## src/source/pipeControl_config.svh

```systemverilog
`ifndef PIPE_CONTROL_CONFIG_SVH
`define PIPE_CONTROL_CONFIG_SVH

// register file has 32 entries
`define REG_ADDR_WIDTH 5

// result latency in stages past EXE
// 0 alu, 1 mul or cp0 read, 2 load, 3 late result
`define LAT_WIDTH 2

// active level of the exception flush from the CP0 side
`define FLUSH_ENABLE 1'b1

`endif

```

## src/source/pipeCtrlPkg.sv

```systemverilog
`include "pipeControl_config.svh"

package pipeCtrlPkg;

    // hazard-relevant view of one instruction
    typedef struct packed {
        logic                       valid;
        logic [`REG_ADDR_WIDTH-1:0] srcA;
        logic [`REG_ADDR_WIDTH-1:0] srcB;
        logic [`REG_ADDR_WIDTH-1:0] dest;
        logic                       writesReg;
        logic [`LAT_WIDTH-1:0]      resultLat;
    } instrTag_t;

    // status levels from caches, tlbs, mul/div unit and branch logic
    typedef struct packed {
        logic exceptionFlush;
        logic iTlbStall;
        logic dTlbStall;
        logic icacheBusy;
        logic dcacheBusy;
        logic predictFailed;
        logic pfFlushAll;
        logic isBranchLikely;
        logic isTaken;
        logic mulDivBusy;
    } pipeEvents_t;

    typedef struct packed {
        logic exStall;
        logic mem1Stall;
        logic mem2Stall;
    } dataHazard_t;

    typedef struct packed {
        // write enables
        logic preIfWr;
        logic ifWr;
        logic idWr;
        logic exeWr;
        logic memWr;
        logic mem2Wr;
        logic wbWr;
        // flushes
        logic ifFlush;
        logic idFlush;
        logic exeFlush;
        logic memFlush;
        logic mem2Flush;
        logic wbFlush;
        // side-effect write disables
        logic idDisWr;
        logic exeDisWr;
        logic memDisWr;
        logic wbDisWr;
        // cache interface
        logic iReqValid;
        logic dReqValid;
        logic icacheStall;
        logic dcacheStall;
    } stageCtrl_t;

    typedef struct packed {
        instrTag_t exe;
        instrTag_t mem;
        instrTag_t mem2;
        instrTag_t wb;
    } inFlight_t;

endpackage

```

## src/source/hazardDecode.sv

```systemverilog
`timescale 1ns/1ps

`include "pipeControl_config.svh"

module hazardDecode (
    input  pipeCtrlPkg::instrTag_t   idInstr,
    input  pipeCtrlPkg::inFlight_t   inFlight,
    output pipeCtrlPkg::dataHazard_t hazard
);
    import pipeCtrlPkg::*;

    // producer in stage k blocks the consumer if its result is not
    // forwardable yet, i.e. resultLat >= k
    function automatic logic stageHit(
        input instrTag_t             consumer,
        input instrTag_t             producer,
        input logic [`LAT_WIDTH-1:0] minLat
    );
        logic srcMatch;
        srcMatch = (producer.dest == consumer.srcA) || (producer.dest == consumer.srcB);
        stageHit = consumer.valid
                && producer.valid
                && producer.writesReg
                && (producer.dest != '0)
                && srcMatch
                && (producer.resultLat >= minLat);
    endfunction

    localparam logic [`LAT_WIDTH-1:0] ExeLat  = `LAT_WIDTH'd1;
    localparam logic [`LAT_WIDTH-1:0] MemLat  = `LAT_WIDTH'd2;
    localparam logic [`LAT_WIDTH-1:0] Mem2Lat = `LAT_WIDTH'd3;

    always_comb begin
        hazard.exStall   = stageHit(idInstr, inFlight.exe, ExeLat);
        hazard.mem1Stall = stageHit(idInstr, inFlight.mem, MemLat);
        hazard.mem2Stall = stageHit(idInstr, inFlight.mem2, Mem2Lat);
    end

    // a bubble in ID must never hold the front end
    always_comb begin
        assert final (idInstr.valid !== 1'b0 || hazard == 3'b000)
            else $error("hazardDecode: stall raised for an invalid ID slot");
    end

endmodule

```

## src/source/stallArbiter.sv

```systemverilog
`timescale 1ns/1ps

`include "pipeControl_config.svh"

module stallArbiter (
    input  pipeCtrlPkg::pipeEvents_t events,
    input  pipeCtrlPkg::dataHazard_t hazard,
    output pipeCtrlPkg::stageCtrl_t  ctrl
);
    import pipeCtrlPkg::*;

    logic excFlush;
    logic freeze;
    logic brLikelyFlush;
    logic cacheHold;

    assign excFlush = (events.exceptionFlush == `FLUSH_ENABLE);

    // dtlb/dcache, itlb/icache and mul/div all freeze the whole pipe the same way
    assign freeze = events.dTlbStall | events.dcacheBusy
                  | events.iTlbStall | events.icacheBusy
                  | events.mulDivBusy;

    // branch-likely with isTaken set squashes the slot in EXE
    assign brLikelyFlush = events.isBranchLikely & events.isTaken;

    always_comb begin
        ctrl = '0;
        if (freeze) begin
            ctrl.exeDisWr    = 1'b1;
            ctrl.memDisWr    = 1'b1;
            ctrl.wbDisWr     = 1'b1;
            ctrl.icacheStall = 1'b1;
            ctrl.dcacheStall = 1'b1;
        end else if (excFlush) begin
            ctrl.preIfWr  = 1'b1;
            ctrl.mem2Wr   = 1'b1;
            ctrl.wbWr     = 1'b1;
            ctrl.ifFlush  = 1'b1;
            ctrl.idFlush  = 1'b1;
            ctrl.exeFlush = 1'b1;
            ctrl.memFlush = 1'b1;
            ctrl.exeDisWr = 1'b1;
            ctrl.memDisWr = 1'b1;
        end else if (events.pfFlushAll) begin
            ctrl.preIfWr  = 1'b1;
            ctrl.exeWr    = 1'b1;
            ctrl.memWr    = 1'b1;
            ctrl.mem2Wr   = 1'b1;
            ctrl.wbWr     = 1'b1;
            ctrl.ifFlush  = 1'b1;
            ctrl.idFlush  = 1'b1;
            ctrl.exeFlush = 1'b1;
        end else if (hazard.mem2Stall) begin
            // bubble into mem2, everything up to mem holds
            ctrl.mem2Wr      = 1'b1;
            ctrl.wbWr        = 1'b1;
            ctrl.mem2Flush   = 1'b1;
            ctrl.memDisWr    = 1'b1;
            ctrl.icacheStall = 1'b1;
        end else if (hazard.mem1Stall) begin
            ctrl.memWr       = 1'b1;
            ctrl.mem2Wr      = 1'b1;
            ctrl.wbWr        = 1'b1;
            ctrl.memFlush    = 1'b1;
            ctrl.exeDisWr    = 1'b1;
            ctrl.icacheStall = 1'b1;
        end else if (hazard.exStall) begin
            ctrl.exeWr       = 1'b1;
            ctrl.memWr       = 1'b1;
            ctrl.mem2Wr      = 1'b1;
            ctrl.wbWr        = 1'b1;
            ctrl.exeFlush    = 1'b1;
            ctrl.idDisWr     = 1'b1;
            ctrl.icacheStall = 1'b1;
        end else if (events.predictFailed) begin
            ctrl.preIfWr  = 1'b1;
            ctrl.exeWr    = 1'b1;
            ctrl.memWr    = 1'b1;
            ctrl.mem2Wr   = 1'b1;
            ctrl.wbWr     = 1'b1;
            ctrl.ifFlush  = 1'b1;
            ctrl.idFlush  = 1'b1;
            ctrl.exeFlush = brLikelyFlush;
        end else begin
            ctrl.preIfWr  = 1'b1;
            ctrl.ifWr     = 1'b1;
            ctrl.idWr     = 1'b1;
            ctrl.exeWr    = 1'b1;
            ctrl.memWr    = 1'b1;
            ctrl.mem2Wr   = 1'b1;
            ctrl.wbWr     = 1'b1;
            ctrl.exeFlush = brLikelyFlush;
        end

        // request valids do not follow the table row
        ctrl.iReqValid = !(excFlush || (hazard != 3'b000)
                           || events.predictFailed || events.pfFlushAll);
        ctrl.dReqValid = !excFlush;
    end

    assign cacheHold = events.icacheBusy | events.dcacheBusy;

    always_comb begin
        assert final (excFlush !== 1'b1 || ctrl.iReqValid == 1'b0)
            else $error("stallArbiter: icache request issued during exception flush");
        // flushing a stage whose successor is frozen would drop an instruction
        assert final (cacheHold !== 1'b1
                      || ({ctrl.ifFlush, ctrl.idFlush, ctrl.exeFlush,
                           ctrl.memFlush, ctrl.mem2Flush}
                          & ~{ctrl.idWr, ctrl.exeWr, ctrl.memWr,
                              ctrl.mem2Wr, ctrl.wbWr}) == 5'b00000)
            else $error("stallArbiter: flush into a held stage on cache busy");
    end

endmodule

```

## src/source/stageTracker.sv

```systemverilog
`timescale 1ns/1ps

module stageTracker (
    input  logic                   clk,
    input  logic                   arstN,
    input  pipeCtrlPkg::instrTag_t idInstr,
    input  pipeCtrlPkg::stageCtrl_t ctrl,
    output pipeCtrlPkg::inFlight_t inFlight
);
    import pipeCtrlPkg::*;

    localparam int NumStages = 4;

    // index 0 is EXE, 3 is WB
    logic [NumStages-1:0] stageWr;
    logic [NumStages-1:0] stageFlush;
    logic [NumStages-1:0] validQ;
    instrTag_t            payloadQ [NumStages];
    instrTag_t            curTag   [NumStages];
    instrTag_t            prevTag  [NumStages];

    assign stageWr    = {ctrl.wbWr, ctrl.mem2Wr, ctrl.memWr, ctrl.exeWr};
    assign stageFlush = {ctrl.wbFlush, ctrl.mem2Flush, ctrl.memFlush, ctrl.exeFlush};

    always_comb begin
        for (int s = 0; s < NumStages; s++) begin
            curTag[s]       = payloadQ[s];
            curTag[s].valid = validQ[s];
        end
        prevTag[0] = idInstr;
        for (int s = 1; s < NumStages; s++) begin
            prevTag[s] = curTag[s-1];
        end
    end

    // flush beats write
    always_ff @(posedge clk or negedge arstN) begin
        if (!arstN) begin
            validQ <= '0;
        end else begin
            for (int s = 0; s < NumStages; s++) begin
                if (stageFlush[s]) begin
                    validQ[s] <= 1'b0;
                end else if (stageWr[s]) begin
                    validQ[s] <= prevTag[s].valid;
                end
            end
        end
    end

    // payload is don't-care while the valid bit is low
    always_ff @(posedge clk) begin
        for (int s = 0; s < NumStages; s++) begin
            if (stageWr[s]) begin
                payloadQ[s] <= prevTag[s];
            end
        end
    end

    assign inFlight.exe  = curTag[0];
    assign inFlight.mem  = curTag[1];
    assign inFlight.mem2 = curTag[2];
    assign inFlight.wb   = curTag[3];

    // register 0 is never a real write target
    assert property (@(posedge clk) disable iff (!arstN)
        (inFlight.wb.valid && inFlight.wb.writesReg) |-> (inFlight.wb.dest != '0))
        else $error("stageTracker: retiring write to register 0");

endmodule

```

## src/source/pipeControlTop.sv

```systemverilog
`timescale 1ns/1ps

module pipeControlTop (
    input  logic                     clk,
    input  logic                     arstN,
    input  pipeCtrlPkg::pipeEvents_t events,
    input  pipeCtrlPkg::instrTag_t   idInstr,
    output pipeCtrlPkg::stageCtrl_t  ctrl,
    output pipeCtrlPkg::instrTag_t   retire
);
    import pipeCtrlPkg::*;

    inFlight_t   inFlight;
    dataHazard_t hazard;

    // ID against EXE/MEM/MEM2 producers
    hazardDecode i_hazardDecode (
        .idInstr  (idInstr),
        .inFlight (inFlight),
        .hazard   (hazard)
    );

    stallArbiter i_stallArbiter (
        .events (events),
        .hazard (hazard),
        .ctrl   (ctrl)
    );

    // tags follow the same enables and flushes as the datapath
    stageTracker i_stageTracker (
        .clk      (clk),
        .arstN    (arstN),
        .idInstr  (idInstr),
        .ctrl     (ctrl),
        .inFlight (inFlight)
    );

    assign retire = inFlight.wb;

endmodule

```

## config.mk

```make
export PLATFORM = sky130hd
export DESIGN_NAME = pipeControlTop
export DESIGN_NICKNAME = d
export VERILOG_FILES = /design/src/source/pipeCtrlPkg.sv /design/src/source/hazardDecode.sv /design/src/source/stallArbiter.sv /design/src/source/stageTracker.sv /design/src/source/pipeControlTop.sv
export VERILOG_INCLUDE_DIRS = /design/src /design/src/source
export SDC_FILE = /design/constraint.sdc
export NUM_CORES = 1
export LEC_CHECK = 0
export BUFFER_PORTS_ARGS = -buffer_cell sky130_fd_sc_hd__buf_4
export CORE_ASPECT_RATIO = 0.75
export CORE_UTILIZATION = 57
export DETAILED_ROUTE_END_ITERATION = 6
export PLACE_DENSITY = 0.81
export SLEW_MARGIN = 20
export SYNTH_ARGS = -nofsm -noshare
export SYNTH_HDL_FRONTEND = slang
export SYNTH_SLANG_ARGS = --single-unit
```

## constraint.sdc

```tcl
create_clock -name clk -period 4.7 [get_ports clk]
set_input_delay 0.705 -clock clk [delete_from_list [all_inputs] [get_ports clk]]
set_output_delay 0.705 -clock clk [all_outputs]
set_load 0.02 [all_outputs]
```

==> metrics.md <==
| Metric | Value |
|---|---|
| Shortest clock period the worst path allows after layout | 3.24 ns |
| Pwr per Cell Area | around 340 nW/um2 |
| Adder-Cell Fraction of Synth Area | 0% |
| Count of inserted antenna diode cells | 0 |
| Crit-path max FO | 22 |
| Worst-margin pin slew | between 0.5 and 0.6 ns |
| Routed len/inst | 14.7 um |
| Count of unique library cells instantiated by Yosys | 33 |
| Maximum clock rate | between 300 and 400 MHz |
| Synth Area in XOR/XNOR | 8.36% |
| Combinational family with the most area after synthesis | XOR/XNOR gates |
| Complex-gate fraction of the synthesized area | about 5.0% |
| Clock tree from TritonCTS | done |
| Fin cells | between 300 and 400 |
| Leading cell type in the layout, fill and taps excluded | sky130_fd_sc_hd__edfxtp_1 |
| Share of flip-flops with an asynchronous set or reset | around 5.3% |
| Leakage Power | roughly 1.4 nW |
| Number of rows in the core area | 23 |
| Worst slew margin | around two thirds |
| Largest stage delay on the critical path | about 0.50 ns |
| Count of input and output buffers | 69 |
| TritonCTS buffer count | 9 |
| Worst Setup Start Kind | input pin |
| Growth of design area from synthesis to finish | 20.0% |
| Multiplexer share of the synthesized area | 0.478% |
| Setup tns final | 0 ns |
| Post-route DRC violation count | 0 |
| Skew final | between 0.003 and 0.004 ns |
| CORE AREA | around 5300 um2 |
| Critical Setup Path Class | in -> out |
| Antenna violations before repair | 0 |
| Number of hold violations in the final report | 0 |
| Die span in x | 87.8 um |
| Met2 WL | about 2.4 mm |
| Number of warnings reported in the yosys synthesis log | 0 |
| Synth Cell Area | 3140 um2 |
| Via-to-Cell Ratio | roughly 5.1 |
| Number of synthesized flops with an enable pin | 72 |
| Chain of cells forming the critical path | buf_4, nor3_1, nand2_1, nor2_1, o21a_2, inv_1, nor2_1, buf_4 |
| HPWL reported at the end of detailed placement | between 3 and 4 mm |
| Share of synthesized area occupied by flip-flops and latches | 71.9% |
| Reg2Reg Setup Slack | 2.09 ns |
| Most used flip-flop cell after synthesis | sky130_fd_sc_hd__edfxtp_1 |
| Clock slew at reported path FFs | approximately 0.07 ns |
| Routed wire length | 5.00 mm |
| Number of hold buffers added after CTS | 0 |
| Via count of the first global-routing pass | 1688 |
| Worst min-delay path class | in -> async |
| GPL Wtd Cong | between 0.8 and 0.9 |
| Share of cells above drive strength 1 | between 30% and 40% |
| Final number of setup-violating endpoints | 0 |
| Placed Cells incl. Taps | around 330 |
| Share of the clock period used by the worst path after layout | slightly below 70% |
| First-pass GRT wire length | about 7.8 mm |
| Violation count after the first detailed-routing iteration | slightly below 70 |
| MaxCap Viol Count | 0 |
| Boundary Pins | just over 70 |
| Number of iterations in the first detailed-routing pass | 4 |
| Simple-gate area share of the yosys netlist | roughly 7.6% |
| Fill count | ~360 |
| Cell area after placement | 3580 um2 |
| Aggregate global-route resource usage | roughly 20% |
| Routed wire length on met3 | 392 um |
| Number of post-CTS setup repair buffers | 0 |
| Via count | about 1700 |
| Final number of max-transition violations | 0 |
| Congestion Overflow GR | 0 |
| Critical Path AT | approximately 2.5 ns |
| Post-CTS Resized | 0 |
| CTS sink count | 76 |
| Met1 wire length | between 2 and 2.5 mm |
| Final core utilization | 70.9% |
| Top routing layer in use | met4 |
| Required time of the worst setup path | about 4 ns |
| Synth Net Count | 236 |
| Mean cell area of the mapped netlist | between 15 and 20 um2 |
| Remaining number of nets flagged by the antenna check after routing | 0 |
| Number of synthesized register bits | 76 |
| Initial Utilization | roughly 59% |
| Die outline height | 66.3 um |
| Pin count of the biggest net entering global routing | 41 |
| Post-route design area | about 3800 um2 |
| Root buf cell | sky130_fd_sc_hd__clkbuf_8 |
| Worst-skew pair later-pin latency | around 0.34 ns |
| Worst hold slack | approximately 0.15 ns |
| Net count of the finished layout | between 200 and 300 |
| Commonest cells after routing, fill and taps aside | sky130_fd_sc_hd__edfxtp_1 (72), sky130_fd_sc_hd__buf_4 (71), sky130_fd_sc_hd__xnor2_1 (20) |
| Setup repair after global routing missed its margin | no |
| Largest buffer count on any clock path | 2 |
| Crit path max-delay cell type | sky130_fd_sc_hd__o21a_2 |
| Post-synthesis cell count | between 200 and 250 |
| Die Area | around 5800 um2 |
| Outcome | finished clean |
| H-tree level count | 3 |
| Highest ir drop seen on vdd | ~0.00023 V |
| Critical path endpoint category | primary output |
[cells in the mapped netlist, types with 2 or more instances]
library cell,instances,share of area (%)
sky130_fd_sc_hd__buf_4,25,6.0
sky130_fd_sc_hd__xnor2_1,20,5.6
sky130_fd_sc_hd__dfrtp_1,4,3.2
sky130_fd_sc_hd__nand2_1,19,2.3
sky130_fd_sc_hd__xor2_1,10,2.8
sky130_fd_sc_hd__nand3_1,5,0.80
sky130_fd_sc_hd__a21oi_1,6,0.96
sky130_fd_sc_hd__edfxtp_1,72,69
sky130_fd_sc_hd__nor2_1,9,1.1
sky130_fd_sc_hd__nor3_1,5,0.80
sky130_fd_sc_hd__nor3_2,2,0.64
sky130_fd_sc_hd__o22ai_1,3,0.60
sky130_fd_sc_hd__inv_1,4,0.48
sky130_fd_sc_hd__a211oi_2,2,0.80
[critical path, delay by kind of cell]
kind	cells	cell delay, ns
AO/OA/AOI/OAI	1	0.50
AND/OR/NAND/NOR	4	0.89
buffers and inverters	3	0.44
[sequential cells by signal (all words and copies together) (netlist names)]
signal / count
i_stageTracker.payloadQ: 72
i_stageTracker.validQ: 4
[area by class of cell]
class | count | area (um2) | share of cell area (%)
Clock buffer | 10 | 128 | 3.38
Clock inverter | 6 | 65.1 | 1.72
Inverter | 4 | 15.0 | 0.398
Multi-Input combinational cell | 99 | 676 | 17.9
Sequential cell | 76 | 2260 | 60.0
Tap cell | 75 | 93.8 | 2.49
Timing Repair Buffer | 71 | 533 | 14.1
[report_power, final]
part           internal (mW)  leakage, nW  switching (mW)
logic                 0.0345        0.567          0.0339
registers              0.739        0.705         0.00371
clock network          0.245       0.0962           0.228
[path summary, 6_finish.rpt]
check,cells after the start,from,to
worst max-delay path,8,events[5],ctrl[17]
worst min-delay path,1,arstN,i_stageTracker.validQ[2]
worst max register to register,7,i_stageTracker.payloadQ[2][4],i_stageTracker.payloadQ[0][10]
worst min register to register,0,i_stageTracker.payloadQ[0][17],i_stageTracker.payloadQ[1][17]
max in group asynchronous,1,arstN,i_stageTracker.validQ[3]
min in group clk,0,i_stageTracker.payloadQ[0][17],i_stageTracker.payloadQ[1][17]
[routing by layer]
| layer | up-vias | track usage (%) |
|---|---|---|
| li1 | 828 | - |
| met1 | 800 | 22.1 |
| met2 | 93 | 30.4 |
| met3 | 18 | 8.24 |
| met4 | 0 | 12.7 |
| met5 | - | 0 |
[logic make-up after synthesis]
family | after synthesis
xor gates and xnor gates | 30
buffers and inverters | 30
other | 1
DFF | 76
AOI/OAI and AO/OA | 20
muxes | 1
and+or+nand+nor | 47
[stage by stage]
stage	total power [mW]	setup WS (ns)
detailed placement	0.826	1.52
global placement	0.824	1.60
global route	1.33	1.26
floorplan	0.789	1.04
CTS	1.30	1.48
finish	1.28	1.46
(Power assumes the default switching activity.)
